$ cat config.mk
export PLATFORM = sky130hd
export DESIGN_NAME = cpu
export DESIGN_NICKNAME = d
export VERILOG_FILES = /design/src/cpu_pkg.sv /design/src/alu.sv /design/src/control_unit.sv /design/src/cpu.sv /design/src/pc_control.sv /design/src/register_file.sv
export SDC_FILE = /design/constraint.sdc
export NUM_CORES = 1
export LEC_CHECK = 0
export BUFFER_PORTS_ARGS = -buffer_cell sky130_fd_sc_hd__buf_2
export CORE_MARGIN = 10
export CORE_UTILIZATION = 40
export DETAILED_ROUTE_END_ITERATION = 8
export GPL_TIMING_DRIVEN = 1
export PLACE_DENSITY = 0.65
export SLEW_MARGIN = 25
export SYNTH_ARGS = -nofsm -noshare
export SYNTH_HDL_FRONTEND = slang
export SYNTH_SLANG_ARGS = --single-unit
$ cat constraint.sdc
create_clock -name clk -period 8.25 [get_ports clk]
set_input_delay 0.4125 -clock clk [delete_from_list [all_inputs] [get_ports clk]]
set_output_delay 0.4125 -clock clk [all_outputs]
set_load 0.02 [all_outputs]
$ cat src/cpu_pkg.sv
// Shared definitions for the single-cycle WISC core
// Word and register widths, opcodes, branch conditions,
// flag and control bundles, and ISA constants
`default_nettype none

package cpu_pkg;

    // ---------------------------------------------------------------------
    // Widths
    // ---------------------------------------------------------------------
    typedef logic [15:0] word_t;
    typedef logic [3:0]  reg_addr_t;
    typedef logic [2:0]  cond_t;

    // Register file depth
    localparam int NUM_REGS = 16;

    // ---------------------------------------------------------------------
    // Opcodes, top nibble of every instruction
    // ---------------------------------------------------------------------
    typedef enum logic [3:0] {
        OP_ADD    = 4'd0,
        OP_SUB    = 4'd1,
        OP_XOR    = 4'd2,
        OP_RED    = 4'd3,
        OP_SLL    = 4'd4,
        OP_SRA    = 4'd5,
        OP_ROR    = 4'd6,
        OP_PADDSB = 4'd7,
        OP_LW     = 4'd8,
        OP_SW     = 4'd9,
        OP_LLB    = 4'd10,
        OP_LHB    = 4'd11,
        OP_B      = 4'd12,
        OP_BR     = 4'd13,
        OP_PCS    = 4'd14,
        OP_HLT    = 4'd15
    } opcode_t;

    // Branch condition codes, instr[11:9] of B and BR
    localparam cond_t COND_NE     = 3'd0;
    localparam cond_t COND_EQ     = 3'd1;
    localparam cond_t COND_GT     = 3'd2;
    localparam cond_t COND_LT     = 3'd3;
    localparam cond_t COND_GE     = 3'd4;
    localparam cond_t COND_LE     = 3'd5;
    localparam cond_t COND_OV     = 3'd6;
    localparam cond_t COND_ALWAYS = 3'd7;

    // ---------------------------------------------------------------------
    // Flags and decoded controls
    // ---------------------------------------------------------------------
    typedef struct packed {
        logic zero;
        logic overflow;
        logic negative;
    } flags_t;

    typedef struct packed {
        logic   reg_write;
        logic   alu_src_imm;
        logic   mem_read;
        logic   mem_write;
        logic   mem_to_reg;
        logic   llb;
        logic   lhb;
        logic   branch;
        logic   branch_reg;
        logic   pcs;
        logic   halt;
        flags_t flag_en;
    } ctrl_t;

    // Flag write masks
    localparam flags_t FLAG_EN_ALL  = '{zero: 1'b1, overflow: 1'b1, negative: 1'b1};
    localparam flags_t FLAG_EN_ZERO = '{zero: 1'b1, overflow: 1'b0, negative: 1'b0};

    // ---------------------------------------------------------------------
    // ISA constants
    // ---------------------------------------------------------------------
    localparam word_t INSTR_STEP      = 16'h0002;
    localparam word_t ADDR_ALIGN_MASK = 16'hFFFE;
    localparam word_t LLB_KEEP_MASK   = 16'hFF00;
    localparam word_t LHB_KEEP_MASK   = 16'h00FF;
    localparam word_t SAT_POS         = 16'h7FFF;
    localparam word_t SAT_NEG         = 16'h8000;

endpackage

`default_nettype wire

$ cat src/alu.sv
// Arithmetic unit of the WISC core
// Saturating add/sub, XOR, shifts, rotate, nibble-wise saturating
// add, plus the plain adder and byte merge used by memory and LLB/LHB
`default_nettype none

module alu (
    input  cpu_pkg::opcode_t op,
    input  cpu_pkg::word_t   operand_a,
    input  cpu_pkg::word_t   operand_b,
    output cpu_pkg::word_t   result,
    output cpu_pkg::flags_t  flags
);

    cpu_pkg::word_t add_raw;
    cpu_pkg::word_t sub_raw;
    cpu_pkg::word_t add_sat;
    cpu_pkg::word_t sub_sat;
    cpu_pkg::word_t paddsb_res;
    logic           add_ovf;
    logic           sub_ovf;
    logic           ovf;
    logic [3:0]     amt;
    logic [31:0]    rot_full;

    // Signed 4-bit add clamped to -8..7
    function automatic logic [3:0] sat_nibble(input logic [3:0] x, input logic [3:0] y);
        logic [3:0] s;
        s = x + y;
        if ((x[3] == y[3]) && (s[3] != x[3])) begin
            s = x[3] ? 4'h8 : 4'h7;
        end
        return s;
    endfunction

    // ---------------------------------------------------------------------
    // Adder paths
    // ---------------------------------------------------------------------
    assign add_raw = operand_a + operand_b;
    assign sub_raw = operand_a - operand_b;

    // Overflow when the result sign disagrees with operand_a's
    assign add_ovf = (operand_a[15] == operand_b[15]) && (add_raw[15] != operand_a[15]);
    assign sub_ovf = (operand_a[15] != operand_b[15]) && (sub_raw[15] != operand_a[15]);

    assign add_sat = add_ovf ? (operand_a[15] ? cpu_pkg::SAT_NEG : cpu_pkg::SAT_POS) : add_raw;
    assign sub_sat = sub_ovf ? (operand_a[15] ? cpu_pkg::SAT_NEG : cpu_pkg::SAT_POS) : sub_raw;

    for (genvar i = 0; i < 4; i++) begin : g_nibble
        assign paddsb_res[4*i +: 4] = sat_nibble(operand_a[4*i +: 4], operand_b[4*i +: 4]);
    end

    // Shifter, only the low 4 bits count
    assign amt      = operand_b[3:0];
    assign rot_full = {operand_a, operand_a} >> amt;

    // ---------------------------------------------------------------------
    // Result select
    // ---------------------------------------------------------------------
    always_comb begin
        ovf = 1'b0;
        case (op)
            cpu_pkg::OP_ADD: begin
                result = add_sat;
                ovf    = add_ovf;
            end
            cpu_pkg::OP_SUB: begin
                result = sub_sat;
                ovf    = sub_ovf;
            end
            cpu_pkg::OP_XOR:    result = operand_a ^ operand_b;
            cpu_pkg::OP_SLL:    result = operand_a << amt;
            cpu_pkg::OP_SRA:    result = cpu_pkg::word_t'($signed(operand_a) >>> amt);
            cpu_pkg::OP_ROR:    result = rot_full[15:0];
            cpu_pkg::OP_PADDSB: result = paddsb_res;
            // Effective address, no saturation
            cpu_pkg::OP_LW, cpu_pkg::OP_SW: result = add_raw;
            // Byte merge, operands arrive already masked
            cpu_pkg::OP_LLB, cpu_pkg::OP_LHB: result = operand_a | operand_b;
            default:            result = '0;
        endcase
    end

    assign flags = '{zero: (result == '0), overflow: ovf, negative: result[15]};

endmodule

`default_nettype wire

$ cat src/control_unit.sv
// Main decoder of the WISC core
// Turns the opcode into the control bundle for datapath,
// flag register and PC logic
`default_nettype none

module control_unit (
    input  cpu_pkg::opcode_t opcode,
    output cpu_pkg::ctrl_t   ctrl
);

    always_comb begin
        // Everything inactive unless the opcode asks for it
        ctrl = '0;
        case (opcode)
            cpu_pkg::OP_ADD, cpu_pkg::OP_SUB: begin
                ctrl.reg_write = 1'b1;
                ctrl.flag_en   = cpu_pkg::FLAG_EN_ALL;
            end
            cpu_pkg::OP_XOR: begin
                ctrl.reg_write = 1'b1;
                ctrl.flag_en   = cpu_pkg::FLAG_EN_ZERO;
            end
            // Shift amount comes from the immediate field
            cpu_pkg::OP_SLL, cpu_pkg::OP_SRA, cpu_pkg::OP_ROR: begin
                ctrl.reg_write   = 1'b1;
                ctrl.alu_src_imm = 1'b1;
                ctrl.flag_en     = cpu_pkg::FLAG_EN_ZERO;
            end
            cpu_pkg::OP_PADDSB: begin
                ctrl.reg_write = 1'b1;
            end
            cpu_pkg::OP_LW: begin
                ctrl.reg_write   = 1'b1;
                ctrl.alu_src_imm = 1'b1;
                ctrl.mem_read    = 1'b1;
                ctrl.mem_to_reg  = 1'b1;
            end
            cpu_pkg::OP_SW: begin
                ctrl.alu_src_imm = 1'b1;
                ctrl.mem_write   = 1'b1;
            end
            // Byte loads read rd as source 1 and merge into it
            cpu_pkg::OP_LLB: begin
                ctrl.reg_write   = 1'b1;
                ctrl.alu_src_imm = 1'b1;
                ctrl.llb         = 1'b1;
            end
            cpu_pkg::OP_LHB: begin
                ctrl.reg_write   = 1'b1;
                ctrl.alu_src_imm = 1'b1;
                ctrl.lhb         = 1'b1;
            end
            cpu_pkg::OP_B: begin
                ctrl.branch = 1'b1;
            end
            cpu_pkg::OP_BR: begin
                ctrl.branch_reg = 1'b1;
            end
            cpu_pkg::OP_PCS: begin
                ctrl.reg_write = 1'b1;
                ctrl.pcs       = 1'b1;
            end
            cpu_pkg::OP_HLT: begin
                ctrl.halt = 1'b1;
            end
            // RED is not implemented and falls through as a no-op
            default: begin
                ctrl = '0;
            end
        endcase
    end

endmodule

`default_nettype wire

$ cat src/cpu.sv
// Single-cycle WISC core, top level
// Field split, operand and immediate select, address forming and
// write-back; instruction and data memories sit outside the core
`default_nettype none

module cpu (
    input  logic           clk,
    input  logic           reset,
    output cpu_pkg::word_t instr_addr,
    input  cpu_pkg::word_t instr,
    output cpu_pkg::word_t mem_addr,
    output cpu_pkg::word_t mem_wdata,
    output logic           mem_we,
    input  cpu_pkg::word_t mem_rdata,
    output cpu_pkg::word_t pc,
    output logic           hlt
);

    cpu_pkg::opcode_t   opcode;
    cpu_pkg::reg_addr_t rd;
    cpu_pkg::reg_addr_t rs;
    cpu_pkg::reg_addr_t rt;
    cpu_pkg::reg_addr_t src1_addr;
    cpu_pkg::reg_addr_t src2_addr;
    cpu_pkg::ctrl_t     ctrl;
    cpu_pkg::word_t     read_data1;
    cpu_pkg::word_t     read_data2;
    cpu_pkg::word_t     imm_value;
    cpu_pkg::word_t     operand_a;
    cpu_pkg::word_t     operand_b;
    cpu_pkg::word_t     alu_result;
    cpu_pkg::flags_t    alu_flags;
    cpu_pkg::word_t     branch_offset;
    cpu_pkg::word_t     pc_plus_two;
    cpu_pkg::word_t     write_data;
    logic               mem_access;
    logic               reg_write_en;
    logic               halted;

    // ---------------------------------------------------------------------
    // Fetch and decode
    // ---------------------------------------------------------------------
    assign instr_addr = pc;

    assign opcode = cpu_pkg::opcode_t'(instr[15:12]);
    assign rd     = instr[11:8];
    assign rs     = instr[7:4];
    assign rt     = instr[3:0];

    control_unit u_control_unit (
        .opcode (opcode),
        .ctrl   (ctrl)
    );

    // LLB/LHB merge into rd, SW stores rd
    assign src1_addr = (ctrl.llb || ctrl.lhb) ? rd : rs;
    assign src2_addr = ctrl.mem_write ? rd : rt;

    register_file u_register_file (
        .clk        (clk),
        .reset      (reset),
        .read_addr1 (src1_addr),
        .read_addr2 (src2_addr),
        .write_addr (rd),
        .write_en   (reg_write_en),
        .write_data (write_data),
        .read_data1 (read_data1),
        .read_data2 (read_data2)
    );

    // ---------------------------------------------------------------------
    // Operands
    // ---------------------------------------------------------------------
    assign mem_access = ctrl.mem_read | ctrl.mem_write;

    always_comb begin
        if (mem_access) begin
            // Signed word offset
            imm_value = {{11{instr[3]}}, instr[3:0], 1'b0};
            operand_a = read_data1 & cpu_pkg::ADDR_ALIGN_MASK;
        end else if (ctrl.llb) begin
            imm_value = {8'h00, instr[7:0]};
            operand_a = read_data1 & cpu_pkg::LLB_KEEP_MASK;
        end else if (ctrl.lhb) begin
            imm_value = {instr[7:0], 8'h00};
            operand_a = read_data1 & cpu_pkg::LHB_KEEP_MASK;
        end else begin
            // Shift amount
            imm_value = {12'h000, instr[3:0]};
            operand_a = read_data1;
        end
    end

    assign operand_b = ctrl.alu_src_imm ? imm_value : read_data2;

    alu u_alu (
        .op        (opcode),
        .operand_a (operand_a),
        .operand_b (operand_b),
        .result    (alu_result),
        .flags     (alu_flags)
    );

    // ---------------------------------------------------------------------
    // PC, flags and halt
    // ---------------------------------------------------------------------
    assign branch_offset = {{6{instr[8]}}, instr[8:0], 1'b0};

    pc_control u_pc_control (
        .clk           (clk),
        .reset         (reset),
        .ctrl          (ctrl),
        .cond          (cpu_pkg::cond_t'(instr[11:9])),
        .branch_offset (branch_offset),
        .branch_target (read_data1),
        .new_flags     (alu_flags),
        .pc            (pc),
        .pc_plus_two   (pc_plus_two),
        .halted        (halted)
    );

    assign hlt = halted;

    // ---------------------------------------------------------------------
    // Memory and write-back
    // ---------------------------------------------------------------------
    assign mem_addr  = alu_result;
    assign mem_wdata = read_data2;
    assign mem_we    = ctrl.mem_write & ~reset & ~halted;

    assign write_data = ctrl.pcs        ? pc_plus_two :
                        ctrl.mem_to_reg ? mem_rdata   :
                                          alu_result;

    assign reg_write_en = ctrl.reg_write & ~reset & ~halted;

endmodule

`default_nettype wire

$ cat src/pc_control.sv
// PC and flag state of the WISC core
// Holds the PC, flag register and halt state, evaluates the
// branch condition and picks the next PC
`default_nettype none

module pc_control (
    input  logic            clk,
    input  logic            reset,
    input  cpu_pkg::ctrl_t  ctrl,
    input  cpu_pkg::cond_t  cond,
    input  cpu_pkg::word_t  branch_offset,
    input  cpu_pkg::word_t  branch_target,
    input  cpu_pkg::flags_t new_flags,
    output cpu_pkg::word_t  pc,
    output cpu_pkg::word_t  pc_plus_two,
    output logic            halted
);

    cpu_pkg::flags_t flags_q;
    cpu_pkg::flags_t flags_next;
    cpu_pkg::word_t  next_pc;
    logic            taken;

    assign pc_plus_two = pc + cpu_pkg::INSTR_STEP;

    // ---------------------------------------------------------------------
    // Branch condition against the stored flags
    // ---------------------------------------------------------------------
    always_comb begin
        case (cond)
            cpu_pkg::COND_NE: taken = ~flags_q.zero;
            cpu_pkg::COND_EQ: taken = flags_q.zero;
            cpu_pkg::COND_GT: taken = ~flags_q.zero & ~flags_q.negative;
            cpu_pkg::COND_LT: taken = flags_q.negative;
            // GE is GT or equal
            cpu_pkg::COND_GE: taken = (~flags_q.zero & ~flags_q.negative) | flags_q.zero;
            cpu_pkg::COND_LE: taken = flags_q.negative | flags_q.zero;
            cpu_pkg::COND_OV: taken = flags_q.overflow;
            default:          taken = 1'b1;
        endcase
    end

    // Next PC, HLT holds the current one
    always_comb begin
        if (ctrl.halt) begin
            next_pc = pc;
        end else if (ctrl.branch && taken) begin
            next_pc = pc_plus_two + branch_offset;
        end else if (ctrl.branch_reg && taken) begin
            next_pc = branch_target;
        end else begin
            next_pc = pc_plus_two;
        end
    end

    // Per-bit flag update under the write mask
    assign flags_next = cpu_pkg::flags_t'((flags_q & ~ctrl.flag_en) | (new_flags & ctrl.flag_en));

    // ---------------------------------------------------------------------
    // State
    // ---------------------------------------------------------------------
    always_ff @(posedge clk) begin
        if (reset) begin
            pc      <= '0;
            flags_q <= '0;
            halted  <= 1'b0;
        end else if (!halted) begin
            pc      <= next_pc;
            flags_q <= flags_next;
            if (ctrl.halt) begin
                halted <= 1'b1;
            end
        end
    end

endmodule

`default_nettype wire

$ cat src/register_file.sv
// Register file of the WISC core
// Sixteen 16-bit registers, two combinational read ports and
// one write port; register 0 always reads zero
`default_nettype none

module register_file (
    input  logic               clk,
    input  logic               reset,
    input  cpu_pkg::reg_addr_t read_addr1,
    input  cpu_pkg::reg_addr_t read_addr2,
    input  cpu_pkg::reg_addr_t write_addr,
    input  logic               write_en,
    input  cpu_pkg::word_t     write_data,
    output cpu_pkg::word_t     read_data1,
    output cpu_pkg::word_t     read_data2
);

    cpu_pkg::word_t regs [cpu_pkg::NUM_REGS];

    // Write on the edge; register 0 ignores writes
    always_ff @(posedge clk) begin
        if (reset) begin
            for (int i = 0; i < cpu_pkg::NUM_REGS; i++) begin
                regs[i] <= '0;
            end
        end else if (write_en && (write_addr != '0)) begin
            regs[write_addr] <= write_data;
        end
    end

    // No bypass, a write shows up on the next cycle
    assign read_data1 = regs[read_addr1];
    assign read_data2 = regs[read_addr2];

endmodule

`default_nettype wire

==> impl_metrics.toml <==
[min_path]
hold_path.class = "input pin to flip-flop"
min_from = "instr[15]"

[final_layout]
area_delta_synth_final_pct = 13.36
design_area_mm2 = 0.02716
drive_gt1_frac = 0.1673
insertedDiodeCount = 0
finalNetCount = 2986
final_cells = 3678
fin_util = 0.4593

[timing]
slew_headroom = 0.2777
maxSlewViolCount = 0
layout_setup_ws_ps = 502.6
hold_slack_ps = 319.9
tightestPinTransition_ps = 1081
finalHoldViolCount = 0
finalSetupTns_ps = 0
setup_violations = 0
finalClockSkew_ps = 27.78
max_freq_mhz = 129.1
timing.final.crit_share = 0.9391
rsz0062_at_grt = "false"
period_minus_slack_ps = 7747

[place]
pre_cts_ws_ps = 514.7
dp.cells = 3625
gp_congestion = 1.057
place_area_mm2 = 0.02613
place_hpwl_um = 85430
port_buffers = 99

[floorplan]
fp.dieW_um = 264.7
dieArea_mm2 = 0.07008
initial_utilization = 0.4052
io_pins = 100
die_h_um = 264.7
core-area_mm2 = 0.05913
rows = 89

[grt]
antenna_found_initial = 1
grt_pass1_vias = 23300
grt_pass1_wl_um = 164100
gr-total-overflow = 0
grt_use_total = 0.3112
grt_max_degree = 61

[synth]
synth_common_cells = "406 x nor2_1, 373 x nand2_1, 256 x edfxtp_1, 198 x mux2i_1, 112 x o21ai_0"
synth_area_leaders = "edfxtp_1 32%, mux2i_1 8.3%, nor2_1 6.4%"
ys_warn_count = 0
synth-main-ff-cell = "edfxtp_1"
synth_edf_count = 256
yosys.area.top_type = "edfxtp_1"
syn_area_per_cell_um2 = 8.637
ys_seq_elements = 276
netlist_area_mm2 = 0.02396
netlist_instances = 2774
yosysUniqueCellTypes = 107
synth_most_common_cell = "nor2_1"
seq_area_frac_synth = 0.3376
netlist.area_leader.share = 0.3209
synthArstFlopShare = 0

[cts]
cts_tree = "yes"
numCtsBuffers = 29
cts.repair.resized = 0
postCtsSetupBuffers = 0
ctsHoldBuffers = 0
path_clk_slew_ps = 70
cts_sinks = 276
clock_latency_ps = 610
cts_root_buf = "clkbuf_16"
cts.path.max_buffers = 3
htree_levels = 1

[power]
leakagePower_nw = 10.78
powerDensity_mw_per_mm2 = 210.2
vdd_drop_max_mv = 0.1731
p_total_mw = 5.710

[run_status]
status = "complete, no violations"

[detailed_routing]
detail-route-antenna-nets = 0
drc = 0
initialDrtViolationCount = 3653
viasPerCell = 6.697
wl_per_cell_um = 31.06
wirelength_um = 114200
drtPass1Iterations = 7
vias = 24630

[worst_setup_path]
worst_ep_arrival_time_ps = 7330
crit_path_end_kind = "primary output"
worst-path-buf-inv = 7
cpMaxStageDelayCell = "mux2i_4"
required_ps = 7840
critPathMostFrequentCell = "nor2_1"
max_stage_delay_ps = 650
crit_family = "compound AO/OA/AOI/OAI gates"
startpoint_type = "input pin"
path_class = "input pin to primary output"
r2r-start = "u_register_file.regs[13][0]$_SDFFCE_PN0P_"
crit_fanout = 17
critPathLaunch = "instr[14]"

[run]
cap_viol_max_count = 0
==> power breakdown <==
part | switching (mW) | leakage [nW] | internal [mW] | total [mW]
registers | 0.0675 | 2.79 | 1.60 | 1.67
logic | 1.72 | 7.49 | 0.870 | 2.59
clock network | 0.638 | 0.488 | 0.815 | 1.45
total | 2.42 | 10.8 | 3.29 | 5.71
==> per-layer routing <==
metal	share of wire	vias up	track usage	wire length, um
met5	0	-	0	0
met4	0.069	0	0.1839	7895
met3	0.099	379	0.04203	11350
met2	0.46	1751	0.5029	52110
met1	0.38	12040	0.3932	42880
li1	-	10460	-	-
==> cell usage in the layout (no fill, tap or decap), types with 10 or more instances in the layout <==
cell,count
inv_1,77
nor2b_1,27
nand3_1,88
mux2_2,41
o22ai_1,19
clkbuf_16,29
mux4_2,30
and3_1,49
o211ai_1,32
a311o_1,10
a22oi_1,21
a211oi_1,51
mux2i_1,196
buf_12,20
a21oi_1,106
edfxtp_1,256
xnor2_1,41
a31oi_1,22
o221ai_1,31
conb_1,16
o21bai_1,12
a2111oi_0,16
o31ai_1,24
nor3_1,62
a21o_1,17
nor2_1,404
xor2_1,15
or3_1,14
nand2b_1,19
buf_4,186
nand4_1,23
dfxtp_1,20
ha_1,62
nor4_1,12
a221oi_1,18
nand2_1,372
buf_2,96
a311oi_1,38
o21ai_0,112
==> worst paths after layout <==
kind,end,slack (ps),cells past startpoint
max,mem_addr[8],500,32
min,flip-flop,320,4
max reg2reg,u_register_file.regs[7][12]$_SDFFCE_PN0P_,1280,30
min reg2reg,flip-flop,540,2
==> sequential cells by signal (all words and copies together), names as in the netlist, named ones only <==
name and flops:
u_register_file.regs 256, u_pc_control.pc 16, u_pc_control.halted 1
==> cells by family (layout without fill, tap and decap cells) <==
family / after synthesis / count (layout) / synth area share
simple gates: 1117 / 1117 / 0.2064
compound gates: 657 / 657 / 0.2004
buf+inv: 324 / 440 / 0.06377
flops: 276 / 276 / 0.3376
mux: 273 / 273 / 0.1325
fa+ha+maj: 70 / 70 / 0.03865
xor+xnor: 56 / 56 / 0.02047
other cells: 1 / 16 / 0.0001565
==> tightest hold or removal path: cells and delay by family <==
family / cells / cell delay (ps)
AND/OR/NAND/NOR: 2 / 230
buffers and inverters: 1 / 180
AO/OA/AOI/OAI: 1 / 60
==> final cells by class <==
cell class / count / area, um2
Timing Repair Buffer: 302 / 2277
Multi-Input combinational cell: 2189 / 14480
Clock inverter: 23 / 300.3
Inverter: 85 / 321.6
Sequential cell: 276 / 8088
Clock buffer: 30 / 729.5
Fill cell: 5752 / 31970
Tap cell: 773 / 967.2
Note: power is estimated with default switching activity, not from simulation.
